## src/include/alu_consts.svh

```systemverilog
`ifndef ALU_CONSTS_SVH
`define ALU_CONSTS_SVH

// Integer register width
`define XLEN 64

// Architectural registers including x0
`define REG_NUM 32

// Issue buffer entries
// Power of two, 2 4 or 8
`define ALU_ISSUE_DP 4

// Control flags per buffer entry
// Packed as {is32w, is_usi, is_imm, is_shamt, is_auipc}
`define ALU_FLAG_W 5

`endif

```

## src/alu_pkg.sv

```systemverilog
`include "alu_consts.svh"

package alu_pkg;

	// ==========================================================================
	// ALU function select
	// ==========================================================================

	typedef enum logic [3:0] {
		ALU_IMM = 4'd0,	// lui and auipc
		ALU_ADD = 4'd1,
		ALU_SUB = 4'd2,
		ALU_SLT = 4'd3,	// Signed or unsigned by is_usi
		ALU_XOR = 4'd4,
		ALU_OR  = 4'd5,
		ALU_AND = 4'd6,
		ALU_SLL = 4'd7,
		ALU_SRL = 4'd8,
		ALU_SRA = 4'd9
	} alu_fun_e;

	// ==========================================================================
	// Second operand word
	// ==========================================================================

	// Same 64 bits read either as a full immediate
	// or as a shift amount in the low six bits
	typedef union packed {
		logic [`XLEN-1:0] imm;
		struct packed {
			logic [`XLEN-7:0] pad;	// Zero once masked by issue
			logic [5:0]       shamt;
		} sh;
	} alu_operand_u;

endpackage

```

## src/alu_issue_buffer.sv

```systemverilog
`timescale 1ns/10ps
`include "alu_consts.svh"

module alu_issue_buffer (
	input  logic                                            CLK,
	input  logic                                            rst_n,
	input  logic                                            flush,

	// Dispatch side
	input  logic                                            dispatch_valid,
	input  alu_pkg::alu_fun_e                               fun,
	input  logic                                            is32w,
	input  logic                                            is_usi,
	input  logic                                            is_imm,
	input  logic                                            is_shamt,
	input  logic                                            is_auipc,
	input  logic [$clog2(`REG_NUM)-1:0]                     rd,
	input  logic [$clog2(`REG_NUM)-1:0]                     rs1,
	input  logic [$clog2(`REG_NUM)-1:0]                     rs2,
	input  alu_pkg::alu_operand_u                           operand,
	input  logic [`XLEN-1:0]                                pc,
	input  logic [`REG_NUM-1:0]                             written,
	output logic                                            dispatch_stall,
	output logic                                            alloc,
	output logic [$clog2(`REG_NUM)-1:0]                     alloc_rd,

	// Issue side
	input  logic                                            pop,
	input  logic [$clog2(`ALU_ISSUE_DP)-1:0]                pop_index,
	output logic [`ALU_ISSUE_DP-1:0]                        malloc,
	output logic [$bits(alu_pkg::alu_fun_e)*`ALU_ISSUE_DP-1:0] buf_fun,
	output logic [`ALU_FLAG_W*`ALU_ISSUE_DP-1:0]            buf_flags,
	output logic [$clog2(`REG_NUM)*`ALU_ISSUE_DP-1:0]       buf_rd,
	output logic [$clog2(`REG_NUM)*`ALU_ISSUE_DP-1:0]       buf_rs1,
	output logic [$clog2(`REG_NUM)*`ALU_ISSUE_DP-1:0]       buf_rs2,
	output logic [`XLEN*`ALU_ISSUE_DP-1:0]                  buf_operand,
	output logic [`XLEN*`ALU_ISSUE_DP-1:0]                  buf_pc
);

	import alu_pkg::*;

	localparam int DP = `ALU_ISSUE_DP;
	localparam int IW = $clog2(`ALU_ISSUE_DP);
	localparam int AW = $clog2(`REG_NUM);
	localparam int FW = $bits(alu_fun_e);

	logic [IW-1:0] free_idx;
	logic          full;
	logic          rd_pending;
	logic          src_conflict;

	assign full = &malloc;

	// Lowest free slot
	always_comb begin
		free_idx = '0;
		for (int i = DP - 1; i >= 0; i--) begin
			if (!malloc[i]) begin
				free_idx = IW'(i);
			end
		end
	end

	// A buffered entry still has to read the new rd
	always_comb begin
		src_conflict = 1'b0;
		for (int i = 0; i < DP; i++) begin
			if (malloc[i] && (buf_rs1[AW*i +: AW] == rd || buf_rs2[AW*i +: AW] == rd)) begin
				src_conflict = 1'b1;
			end
		end
	end

	assign rd_pending = (rd != '0) && !written[rd];	// WAW on rd
	assign dispatch_stall = flush | full | rd_pending | ((rd != '0) & src_conflict);

	assign alloc    = dispatch_valid & ~dispatch_stall;
	assign alloc_rd = rd;

	always_ff @(posedge CLK or negedge rst_n) begin
		if (!rst_n) begin
			malloc <= '0;
		end else if (flush) begin
			malloc <= '0;
		end else begin
			if (pop) begin
				malloc[pop_index] <= 1'b0;
			end
			if (alloc) begin
				malloc[free_idx] <= 1'b1;	// Never the popped slot
			end
		end
	end

	always_ff @(posedge CLK) begin
		if (alloc) begin
			buf_fun[FW*free_idx +: FW]                   <= fun;
			buf_flags[`ALU_FLAG_W*free_idx +: `ALU_FLAG_W] <= {is32w, is_usi, is_imm, is_shamt, is_auipc};
			buf_rd[AW*free_idx +: AW]                    <= rd;
			buf_rs1[AW*free_idx +: AW]                   <= rs1;
			buf_rs2[AW*free_idx +: AW]                   <= rs2;
			buf_operand[`XLEN*free_idx +: `XLEN]         <= operand;
			buf_pc[`XLEN*free_idx +: `XLEN]              <= pc;
		end
	end

	// ==========================================================================
	// Checks
	// ==========================================================================

	a_pop_valid: assert property (@(posedge CLK) disable iff (!rst_n)
		pop |-> malloc[pop_index]);

	// Occupancy never grows across a stalled cycle
	a_no_alloc_stalled: assert property (@(posedge CLK) disable iff (!rst_n)
		dispatch_stall |=> $countones(malloc) <= $countones($past(malloc)));

endmodule

```

## config.mk

```make
export PLATFORM = sky130hd
export DESIGN_NAME = alu_issue_buffer
export DESIGN_NICKNAME = d
export VERILOG_FILES = /design/src/alu_pkg.sv /design/src/alu_issue_buffer.sv
export VERILOG_INCLUDE_DIRS = /design/src /design/src/include
export SDC_FILE = /design/constraint.sdc
export NUM_CORES = 1
export LEC_CHECK = 0
export BUFFER_PORTS_ARGS = -buffer_cell sky130_fd_sc_hd__buf_2
export CELL_PAD_IN_SITES_DETAIL_PLACEMENT = 0
export CELL_PAD_IN_SITES_GLOBAL_PLACEMENT = 1
export CORE_AREA = 2 2 315 317
export CTS_BUF_LIST = sky130_fd_sc_hd__clkbuf_16
export DETAILED_ROUTE_END_ITERATION = 8
export DIE_AREA = 0 0 317 319
export PLACE_DENSITY = 0.63
export SLEW_MARGIN = 20
export SYNTH_ARGS = -nofsm -noshare
export SYNTH_HDL_FRONTEND = slang
export SYNTH_SLANG_ARGS = --single-unit
export TNS_END_PERCENT = 1
```

## constraint.sdc

```tcl
create_clock -name CLK -period 7.55 [get_ports CLK]
set_input_delay 1.1325 -clock CLK [delete_from_list [all_inputs] [get_ports CLK]]
set_output_delay 1.1325 -clock CLK [all_outputs]
set_load 0.005 [all_outputs]
```

==> results by group <==
Routing
  – Top Metal Used: met5
  – Drt first pass iters: 6
  – DRT iter0 DRCs: 829
  – Routed Antenna Nets: 0
  – DR vias/cell: 4.11
  – Met3 wire length: 6490 um
  – WL met1: 26,900 um
  – Vias after detailed routing: 14,718
  – WL/cell: 20.8 um
  – WL met2: 38,200 um
  – Residual DRC: 0
  – Total wire length: 74,500 um

Clocking
  – TritonCTS clock tree: built
  – Post_cts resized: 0
  – Clock slew at reported path FFs: 0.06 ns
  – Post-CTS Hold Buffers: 0
  – CTS Buffer Depth: 3
  – CTS root buffer: clkbuf_16
  – Htree depth: 3
  – Postcts setup bufs: 0
  – Clock buffer count from CTS: 69
  – Clk sinks: 612
  – Clk Latency, worst-skew pair: 0.62 ns

Power and ir drop
  – Static Leakage: 0.0126 uW
  – Worst vdd ir: 160 uV
  – Pwr/cell area: 239 mW/mm2

STA
  – Max Fclk: 220 MHz
  – Worst-margin pin slew: approximately 0.90 ns
  – Setup TNS: 0 ns
  – Setup violations, final: 0
  – Fin crit period: roughly 4.5 ns
  – Max-slew headroom: 40.1%
  – RSZ-0062 raised after global routing: no
  – Final Hold Vio Count: 0
  – Fin. max-slew vios: 0
  – Clk_skew: between 0.02 and 0.03 ns
  – Period utilization: 60.2%

Floorplan
  – Core Area: 0.0977 mm2
  – Die height: 319 um
  – Die width: between 300 and 400 um
  – I/O pins: 810
  – Die ar.: 0.101 mm2
  – Initial Utilization: 24.2%
  – Num rows: 115

Synthesis
  – Most area-hungry cell type in the Yosys netlist: edfxtp_1
  – Synthesized Nets: 1,625
  – Yosys top cell area share: between 70 and 80%
  – Sequential share of the synthesized area: 77.5%
  – Main area contributors after synthesis: edfxtp_1, and2_1, xnor2_1, clkbuf_1, clkbuf_2
  – Async S/R FF share, synth: 0.654%
  – Synth Register Bits: between 600 and 700
  – Synthesized cell area: 0.0237 mm2
  – Yosys cell types: 40
  – EDFF count, synth: 608
  – Synth Instances: around 1,400
  – Mean area per synthesized cell: around 17 um2
  – Yosys synthesis warning count: 0
  – Post-synth top flop: edfxtp_1

Worst setup path
  – Critical Path End Type: primary output
  – Crit-path max FO: 22
  – Crit Path Class: input pin to primary output
  – CP startpoint kind: input pin
  – Reg2reg path depth: 8
  – Crit path arrival time: 3.41 ns
  – CP required: 6.42 ns

Global route
  – All-Layer GR Usage: between 10% and 20%
  – Antenna violations before repair: 8
  – Vias in the first global route: 15,505
  – First-pass GRT wire length: 106,000 um
  – Total congestion overflow: 0
  – Largest net degree at the start of global routing: 92

Final layout
  – Final #Nets: 2,445
  – Most common cell after layout, fill and taps aside: buf_2
  – Synth-to-layout area growth: 31.8%
  – Design Area, Final: 0.0312 mm2
  – Most frequent cells in the layout: buf_2, and2_1, edfxtp_1, clkbuf_16, xnor2_1
  – Share of cells above drive strength 1: 40.8%

Place
  – Placed instance area: 0.0292 mm2
  – Routability cong.: ~0.86
  – Dpl hpwl: 52,500 um
  – # port buffers: 809

Hold path
  – Hold Path Class: input pin to async pin

Run status
  – Outcome: finished, final reports clean

Run
  – Max-cap viol count: 0
-- final cells by class --
class	instances	area (um2)
well taps	1287	1610
multi-input cells	732	4940
clock inverters	48	280
inverters	5	18.8
clock buffers	70	1750
repair buffers	828	4240
fillers	9730	66500
flip-flops and latches	612	18400
diodes	1	2.50
-- state kept, by name, indices dropped and copies added (netlist names) --
| signal | count |
|---|---|
| buf_flags | 20 |
| buf_fun | 16 |
| buf_operand | 256 |
| buf_pc | 256 |
| buf_rd | 20 |
| buf_rs1 | 20 |
| buf_rs2 | 20 |
| malloc | 4 |
-- final timing paths --
path                            from        endpoint  slack (ns)
max                            rd[0]  dispatch_stall        3.00
min                            rst_n       malloc[0]        0.32
max reg2reg                malloc[2]      buf_pc[43]        3.99
min reg2reg                malloc[3]       malloc[3]        0.75
max in group asynchronous      rst_n       malloc[1]        7.11
min in group CLK           malloc[3]       malloc[3]        0.75
-- stage by stage --
stage,cells,total power [uW],util [%],hold WS (ns),setup slack [ns]
after floorplan,1428,4190,-,0.600,-1.73
after global placement,3464,4440,29.9,0.728,3.01
after detailed placement,3464,4460,29.9,0.731,2.97
after CTS,3582,7550,31.9,0.253,2.98
after global routing,3583,7720,31.9,0.279,2.90
final,3583,7450,31.9,0.317,3.00
-- power breakdown --
group,switching [uW],internal (uW)
registers,27.1,3830
logic,316,202
clock network,1360,1720
total,1700,5750
-- critical path, stage by stage --
cell	delay (ns)
buf_2	0.47
mux4_1	0.69
mux2i_1	0.16
nor2b_1	0.09
o221ai_4	0.56
or2_1	0.19
buf_2	0.11
-- per-layer routing --
layer / vias to the layer above / global-route usage [%]
met2: 663 / 25.4
met1: 7285 / 15.3
met5: - / 0
met4: 8 / 6.59
li1: 6616 / -
met3: 146 / 4.71
-- synth_stat cells (2+ instances only) --
cell type / number
nand3b_1: 2
and2_1: 609
mux4_2: 4
xor2_1: 2
mux4_1: 3
clkbuf_2: 24
nand4_1: 9
nand3_1: 3
xnor2_1: 38
nand2_1: 15
o22ai_1: 2
ha_1: 6
buf_6: 4
nor2_1: 7
nor2b_1: 3
mux2i_1: 5
buf_2: 6
o21ai_1: 4
edfxtp_1: 608
buf_4: 8
dfrtp_1: 4
inv_1: 5
nand2b_1: 2
clkbuf_1: 36
o32ai_1: 4
-- kinds of logic (layout without fill, tap and decap cells) --
| kind of cell | count (synthesis) | in the layout | share of synthesized area (%) |
|---|---|---|---|
| xor gates and xnor gates | 40 | 40 | 1.48 |
| AOI/OAI and AO/OA | 14 | 14 | 0.518 |
| and+or+nand+nor | 660 | 660 | 17.4 |
| other | 0 | 1 | 0 |
| DFF | 612 | 612 | 77.5 |
| buffers and inverters | 84 | 951 | 1.81 |
| muxes | 12 | 12 | 0.925 |
| adders and majority gates | 6 | 6 | 0.317 |
Power figures use the tool's default switching activity.
