### config.mk
export PLATFORM = sky130hd
export DESIGN_NAME = alu_issue
export DESIGN_NICKNAME = d
export VERILOG_FILES = /design/src/alu_pkg.sv /design/src/alu_issue.sv
export VERILOG_INCLUDE_DIRS = /design/src /design/src/include
export SDC_FILE = /design/constraint.sdc
export NUM_CORES = 1
export LEC_CHECK = 0
export BUFFER_PORTS_ARGS = -buffer_cell sky130_fd_sc_hd__buf_4
export CELL_PAD_IN_SITES_DETAIL_PLACEMENT = 1
export CELL_PAD_IN_SITES_GLOBAL_PLACEMENT = 2
export CORE_AREA = 2 2 311 313
export DETAILED_ROUTE_END_ITERATION = 8
export DIE_AREA = 0 0 313 315
export HOLD_SLACK_MARGIN = 0.05
export PLACE_DENSITY_LB_ADDON = 0.1
export SLEW_MARGIN = 10
export SYNTH_ARGS = -nofsm -noshare
export SYNTH_HDL_FRONTEND = slang
export SYNTH_SLANG_ARGS = --single-unit
### constraint.sdc
create_clock -name CLK -period 14.87 [get_ports CLK]
set_clock_uncertainty 0.1 [all_clocks]
set_input_delay 2.2305 -clock CLK [delete_from_list [all_inputs] [get_ports CLK]]
set_output_delay 2.2305 -clock CLK [all_outputs]
set_load 0.02 [all_outputs]
### src/include/alu_consts.svh
`ifndef ALU_CONSTS_SVH
`define ALU_CONSTS_SVH

// Integer register width
`define XLEN 64

// Architectural registers including x0
`define REG_NUM 32

// Issue buffer entries
// Power of two, 2 4 or 8
`define ALU_ISSUE_DP 4

// Control flags per buffer entry
// Packed as {is32w, is_usi, is_imm, is_shamt, is_auipc}
`define ALU_FLAG_W 5

`endif

### src/alu_pkg.sv
`include "alu_consts.svh"

package alu_pkg;

	// ==========================================================================
	// ALU function select
	// ==========================================================================

	typedef enum logic [3:0] {
		ALU_IMM = 4'd0,	// lui and auipc
		ALU_ADD = 4'd1,
		ALU_SUB = 4'd2,
		ALU_SLT = 4'd3,	// Signed or unsigned by is_usi
		ALU_XOR = 4'd4,
		ALU_OR  = 4'd5,
		ALU_AND = 4'd6,
		ALU_SLL = 4'd7,
		ALU_SRL = 4'd8,
		ALU_SRA = 4'd9
	} alu_fun_e;

	// ==========================================================================
	// Second operand word
	// ==========================================================================

	// Same 64 bits read either as a full immediate
	// or as a shift amount in the low six bits
	typedef union packed {
		logic [`XLEN-1:0] imm;
		struct packed {
			logic [`XLEN-7:0] pad;	// Zero once masked by issue
			logic [5:0]       shamt;
		} sh;
	} alu_operand_u;

endpackage

### src/alu_issue.sv
`timescale 1ns/10ps
`include "alu_consts.svh"

module alu_issue (
	input  logic                                            CLK,
	input  logic                                            rst_n,
	input  logic                                            flush,

	// From issue buffer
	input  logic [`ALU_ISSUE_DP-1:0]                        malloc,
	input  logic [$bits(alu_pkg::alu_fun_e)*`ALU_ISSUE_DP-1:0] buf_fun,
	input  logic [`ALU_FLAG_W*`ALU_ISSUE_DP-1:0]            buf_flags,
	input  logic [$clog2(`REG_NUM)*`ALU_ISSUE_DP-1:0]       buf_rd,
	input  logic [$clog2(`REG_NUM)*`ALU_ISSUE_DP-1:0]       buf_rs1,
	input  logic [$clog2(`REG_NUM)*`ALU_ISSUE_DP-1:0]       buf_rs2,
	input  logic [`XLEN*`ALU_ISSUE_DP-1:0]                  buf_operand,
	input  logic [`XLEN*`ALU_ISSUE_DP-1:0]                  buf_pc,
	input  logic [`REG_NUM-1:0]                             written,
	output logic                                            pop,
	output logic [$clog2(`ALU_ISSUE_DP)-1:0]                pop_index,

	// Execute parameters
	output logic                                            exe_valid,
	output alu_pkg::alu_fun_e                               exe_fun,
	output logic                                            exe_is32w,
	output logic                                            exe_is_usi,
	output logic                                            exe_is_imm,
	output logic                                            exe_is_shamt,
	output logic                                            exe_is_auipc,
	output logic [$clog2(`REG_NUM)-1:0]                     exe_rd,
	output logic [$clog2(`REG_NUM)-1:0]                     exe_rs1,
	output logic [$clog2(`REG_NUM)-1:0]                     exe_rs2,
	output alu_pkg::alu_operand_u                           exe_operand,
	output logic [`XLEN-1:0]                                exe_pc
);

	import alu_pkg::*;

	localparam int DP = `ALU_ISSUE_DP;
	localparam int IW = $clog2(`ALU_ISSUE_DP);
	localparam int AW = $clog2(`REG_NUM);
	localparam int FW = $bits(alu_fun_e);

	alu_fun_e         e_fun     [DP];
	logic [AW-1:0]    e_rd      [DP];
	logic [AW-1:0]    e_rs1     [DP];
	logic [AW-1:0]    e_rs2     [DP];
	alu_operand_u     e_operand [DP];
	logic [`XLEN-1:0] e_pc      [DP];
	logic [DP-1:0]    f_32w, f_usi, f_imm, f_shamt, f_auipc;
	logic [DP-1:0]    rs1_ready, rs2_ready;
	logic [DP-1:0]    clear_raw;
	logic [IW-1:0]    sel;
	alu_operand_u     sel_operand;

	for (genvar i = 0; i < DP; i++) begin : g_entry
		assign e_fun[i]     = alu_fun_e'(buf_fun[FW*i +: FW]);
		assign e_rd[i]      = buf_rd[AW*i +: AW];
		assign e_rs1[i]     = buf_rs1[AW*i +: AW];
		assign e_rs2[i]     = buf_rs2[AW*i +: AW];
		assign e_operand[i] = buf_operand[`XLEN*i +: `XLEN];
		assign e_pc[i]      = buf_pc[`XLEN*i +: `XLEN];
		assign {f_32w[i], f_usi[i], f_imm[i], f_shamt[i], f_auipc[i]} =
			buf_flags[`ALU_FLAG_W*i +: `ALU_FLAG_W];

		// A source equal to the entry's own rd holds the old value
		// since dispatch stalls while rd has a write pending
		assign rs1_ready[i] = written[e_rs1[i]] | (e_rs1[i] == '0) | (e_rs1[i] == e_rd[i]);
		assign rs2_ready[i] = written[e_rs2[i]] | (e_rs2[i] == '0) | (e_rs2[i] == e_rd[i]);

		assign clear_raw[i] = malloc[i] & (
			(e_fun[i] == ALU_IMM)
			| ((f_imm[i] | f_shamt[i]) & rs1_ready[i])
			| (~f_imm[i] & ~f_shamt[i] & rs1_ready[i] & rs2_ready[i]));
	end

	// Lowest ready entry wins
	always_comb begin
		sel = '0;
		for (int i = DP - 1; i >= 0; i--) begin
			if (clear_raw[i]) begin
				sel = IW'(i);
			end
		end
	end

	assign pop       = (|clear_raw) & ~flush;
	assign pop_index = sel;

	always_comb begin
		sel_operand = '0;
		if (f_imm[sel]) begin
			sel_operand.imm = e_operand[sel].imm;
		end else if (f_shamt[sel]) begin
			sel_operand.sh.shamt = e_operand[sel].sh.shamt;
		end
	end

	always_ff @(posedge CLK or negedge rst_n) begin
		if (!rst_n) begin
			exe_valid <= 1'b0;
		end else begin
			exe_valid <= pop;	// Already low on flush
		end
	end

	always_ff @(posedge CLK) begin
		if (pop) begin
			exe_fun      <= e_fun[sel];
			exe_is32w    <= f_32w[sel];
			exe_is_usi   <= f_usi[sel];
			exe_is_imm   <= f_imm[sel];
			exe_is_shamt <= f_shamt[sel];
			exe_is_auipc <= f_auipc[sel];
			exe_rd       <= e_rd[sel];
			exe_rs1      <= e_rs1[sel];
			exe_rs2      <= e_rs2[sel];
			exe_operand  <= sel_operand;
			exe_pc       <= f_auipc[sel] ? e_pc[sel] : '0;
		end
	end

	// Sources of an issued op stay written in the log while it executes
	a_src_ready: assert property (@(posedge CLK) disable iff (!rst_n || flush)
		exe_valid && exe_fun != ALU_IMM |->
			(written[exe_rs1] || exe_rs1 == '0 || exe_rs1 == exe_rd)
			&& (exe_is_imm || exe_is_shamt
				|| written[exe_rs2] || exe_rs2 == '0 || exe_rs2 == exe_rd));

endmodule

==> out/results.ini <==
[route]
drtIter0Drc = 614
wirelength_um = 88500
via_per_inst = 4.10
vias = 12600
ant_nets = 0
first_pass_iters = 4
wire_per_inst_um = 28.7
route.detailed.drc = 0

[placement]
place.gp.congestion = 0.801
dpl.hpwl_um = 70600
numPortBuffers = 801

[timing]
fin_tns_setup_ns = 0
finalSetupViolCount = 0
relSlewSlack = 0.248
tightest_slew_ns = 1.13
clock.fmax_mhz = 126
min_period_ns = 7.92
rsz0062_at_grt = no
hold_viol = 0
fin_crit_sh = 0.532
hold_slack_ns = 1.39
slew_violations = 0

[floorplan]
ios = 803
fp.dieArea_um2 = 98600
rows = 114
start_util = 0.123
die_h_um = 315
die_w_um = 313
core_region_area_um2 = 95700

[global_route]
antenna_found_initial = 23
grt_pass1_wl_um = 117000
grt-busiest-layer = met2
met2_usage = 0.293
gr-total-overflow = 0
met1_usage = 0.208
grtUsageTotal = 0.174
grt_pass1_vias = 13300
use_met3 = 0.0639
grt_max_degree = 71

[finish]
fin_nets = 2432
drive_above_1_share = 0.530
final_util = 0.205
syn_to_final_growth_pct = 66.1

[setup_path]
path_class = in -> out
slowest_delay_ns = 0.54
cp-start-kind = input port
cp_top_family = multiplexers
cp.buffers_inverters = 3
cp-end-kind = primary output
arrival_ns = 5.59
critPathSlowestCell = mux4_2
path_cells = buf_4 -> mux4_2 -> mux4_2 -> a2111o_1 -> o211ai_1 -> a21o_2 -> and2_2 -> nor2b_4 -> buf_4 -> buf_4
crit_fanout = 25
required_ns = 12.54
worst-path-stages = 10
path_common_cell = buf_4

[clocking]
cts-hold-fix-buffers = 0
clock_tree.root_cell = clkbuf_16
cts_num_sinks = 153
cts_inserted_buffers = 17
cts_setup_buffers = 0
cts_tree = done
clkTransAtPathRegs_ns = 0.07
htreeDepth = 4
clock_path_buffers = 2
cts.repair.resized = 0

[logic_synthesis]
ys_seq_area_frac = 0.389
synth_nets = 1704
netlist_top_cells_count = 152 x edfxtp_1, 144 x mux2i_1, 138 x o22ai_1, 77 x nor2_1, 67 x a21oi_1
ys_warn_count = 0
synth_top_area_cell = edfxtp_1
yosysMostFrequentCell = edfxtp_1
synth_cells = 1057
yosys_register_bits = 153
syn_area_um2 = 11800
synth_area_leaders = edfxtp_1 39%, mux2i_1 12%, mux4_2 9.3%, o22ai_1 7.3%, o211a_1 4.9%
ys_types = 77
synthArstFlopShare = 0.00654
synth_edf_count = 152
yosys_most_used_dff = edfxtp_1
syn_avg_cell_area_um2 = 11.2
synth_top_area_share = 0.386

[pwr]
leakage_uw = 0.00848
ir_worst_vdd_uv = 78.3
power.total_uw = 2060
power.density_nw_per_um2 = 105

[status]
outcome = complete, no violations

[hold_path]
min_path_type = in -> async

[run]
drv_cap = 0

## cell families after synthesis
group	after synthesis	synth area share
xor gates and xnor gates	40	0.0297
AOI/OAI and AO/OA	321	0.195
muxes	206	0.228
buffers and inverters	114	0.0526
DFF	153	0.389
and+or+nand+nor	223	0.106
## sequential cells by signal, summed over array words and instances, names as in the netlist
signal        cells
exe_rd            5
exe_operand      64
exe_rs2           5
exe_is_usi        1
exe_valid         1
exe_is_auipc      1
exe_fun           4
exe_rs1           5
exe_is_shamt      1
exe_is_imm        1
exe_is32w         1
exe_pc           64
## per-layer routing
layer	wire (um)	vias to the layer above	share of wire
met2	43500	451	0.49
met3	6650	79	0.075
met5	199	-	0.0022
li1	-	5748	-
met1	36200	6335	0.41
met4	1880	30	0.021
## layout make-up
type                       instances  area (um2)
antenna                            8        20.0
clock buffer                      17         425
clock inverter                    15         166
fill                           11000       76100
inverter                           6        22.5
multi-input combinational        790        6670
sequential                       153        4590
tap                             1276        1600
timing repair buffer             817        6130
## layout by cell type (no fill, tap or decap), types with 17 or more instances in the layout
| cell | netlist | routed |
|---|---|---|
| nor3_2 | 20 | 20 |
| clkbuf_16 | 0 | 17 |
| nor3_1 | 55 | 55 |
| mux2i_1 | 144 | 144 |
| a21oi_1 | 67 | 66 |
| mux4_2 | 49 | 49 |
| xnor2_1 | 17 | 17 |
| nor2_1 | 77 | 77 |
| edfxtp_1 | 152 | 152 |
| o22ai_1 | 138 | 138 |
| buf_4 | 14 | 817 |
| o211a_1 | 58 | 58 |
| xor2_1 | 23 | 23 |
## worst max path at each step
stage | endpoint | slack (ns) | from
3_5_place_dp | pop_index[1] | 6.85 | buf_rs2[0]
2_1_floorplan | pop | 1.26 | buf_rs2[5]
6_report | pop_index[1] | 6.95 | buf_rs2[0]
4_1_cts | pop_index[1] | 6.84 | buf_rs2[0]
5_1_grt | pop_index[1] | 6.78 | buf_rs2[0]
3_3_place_gp | pop_index[1] | 6.87 | buf_rs2[0]
## metrics by stage
stage	instances	setup slack (ns)	instance area, um2
after floorplan	1057	1.26	11800
after global placement	3042	6.87	19000
after detailed placement	3042	6.85	19000
after CTS	3074	6.84	19600
after global routing	3078	6.78	19600
final	3082	6.95	19600
## where the power goes
group / total (uW) / switching [uW] / leakage, uW / internal (uW)
Sequential: 636 / 30.4 / 0.00142 / 605
Clock: 477 / 227 / 0.000282 / 250
Combinational: 944 / 554 / 0.00679 / 390
Note: power is estimated with default switching activity, not from simulation.
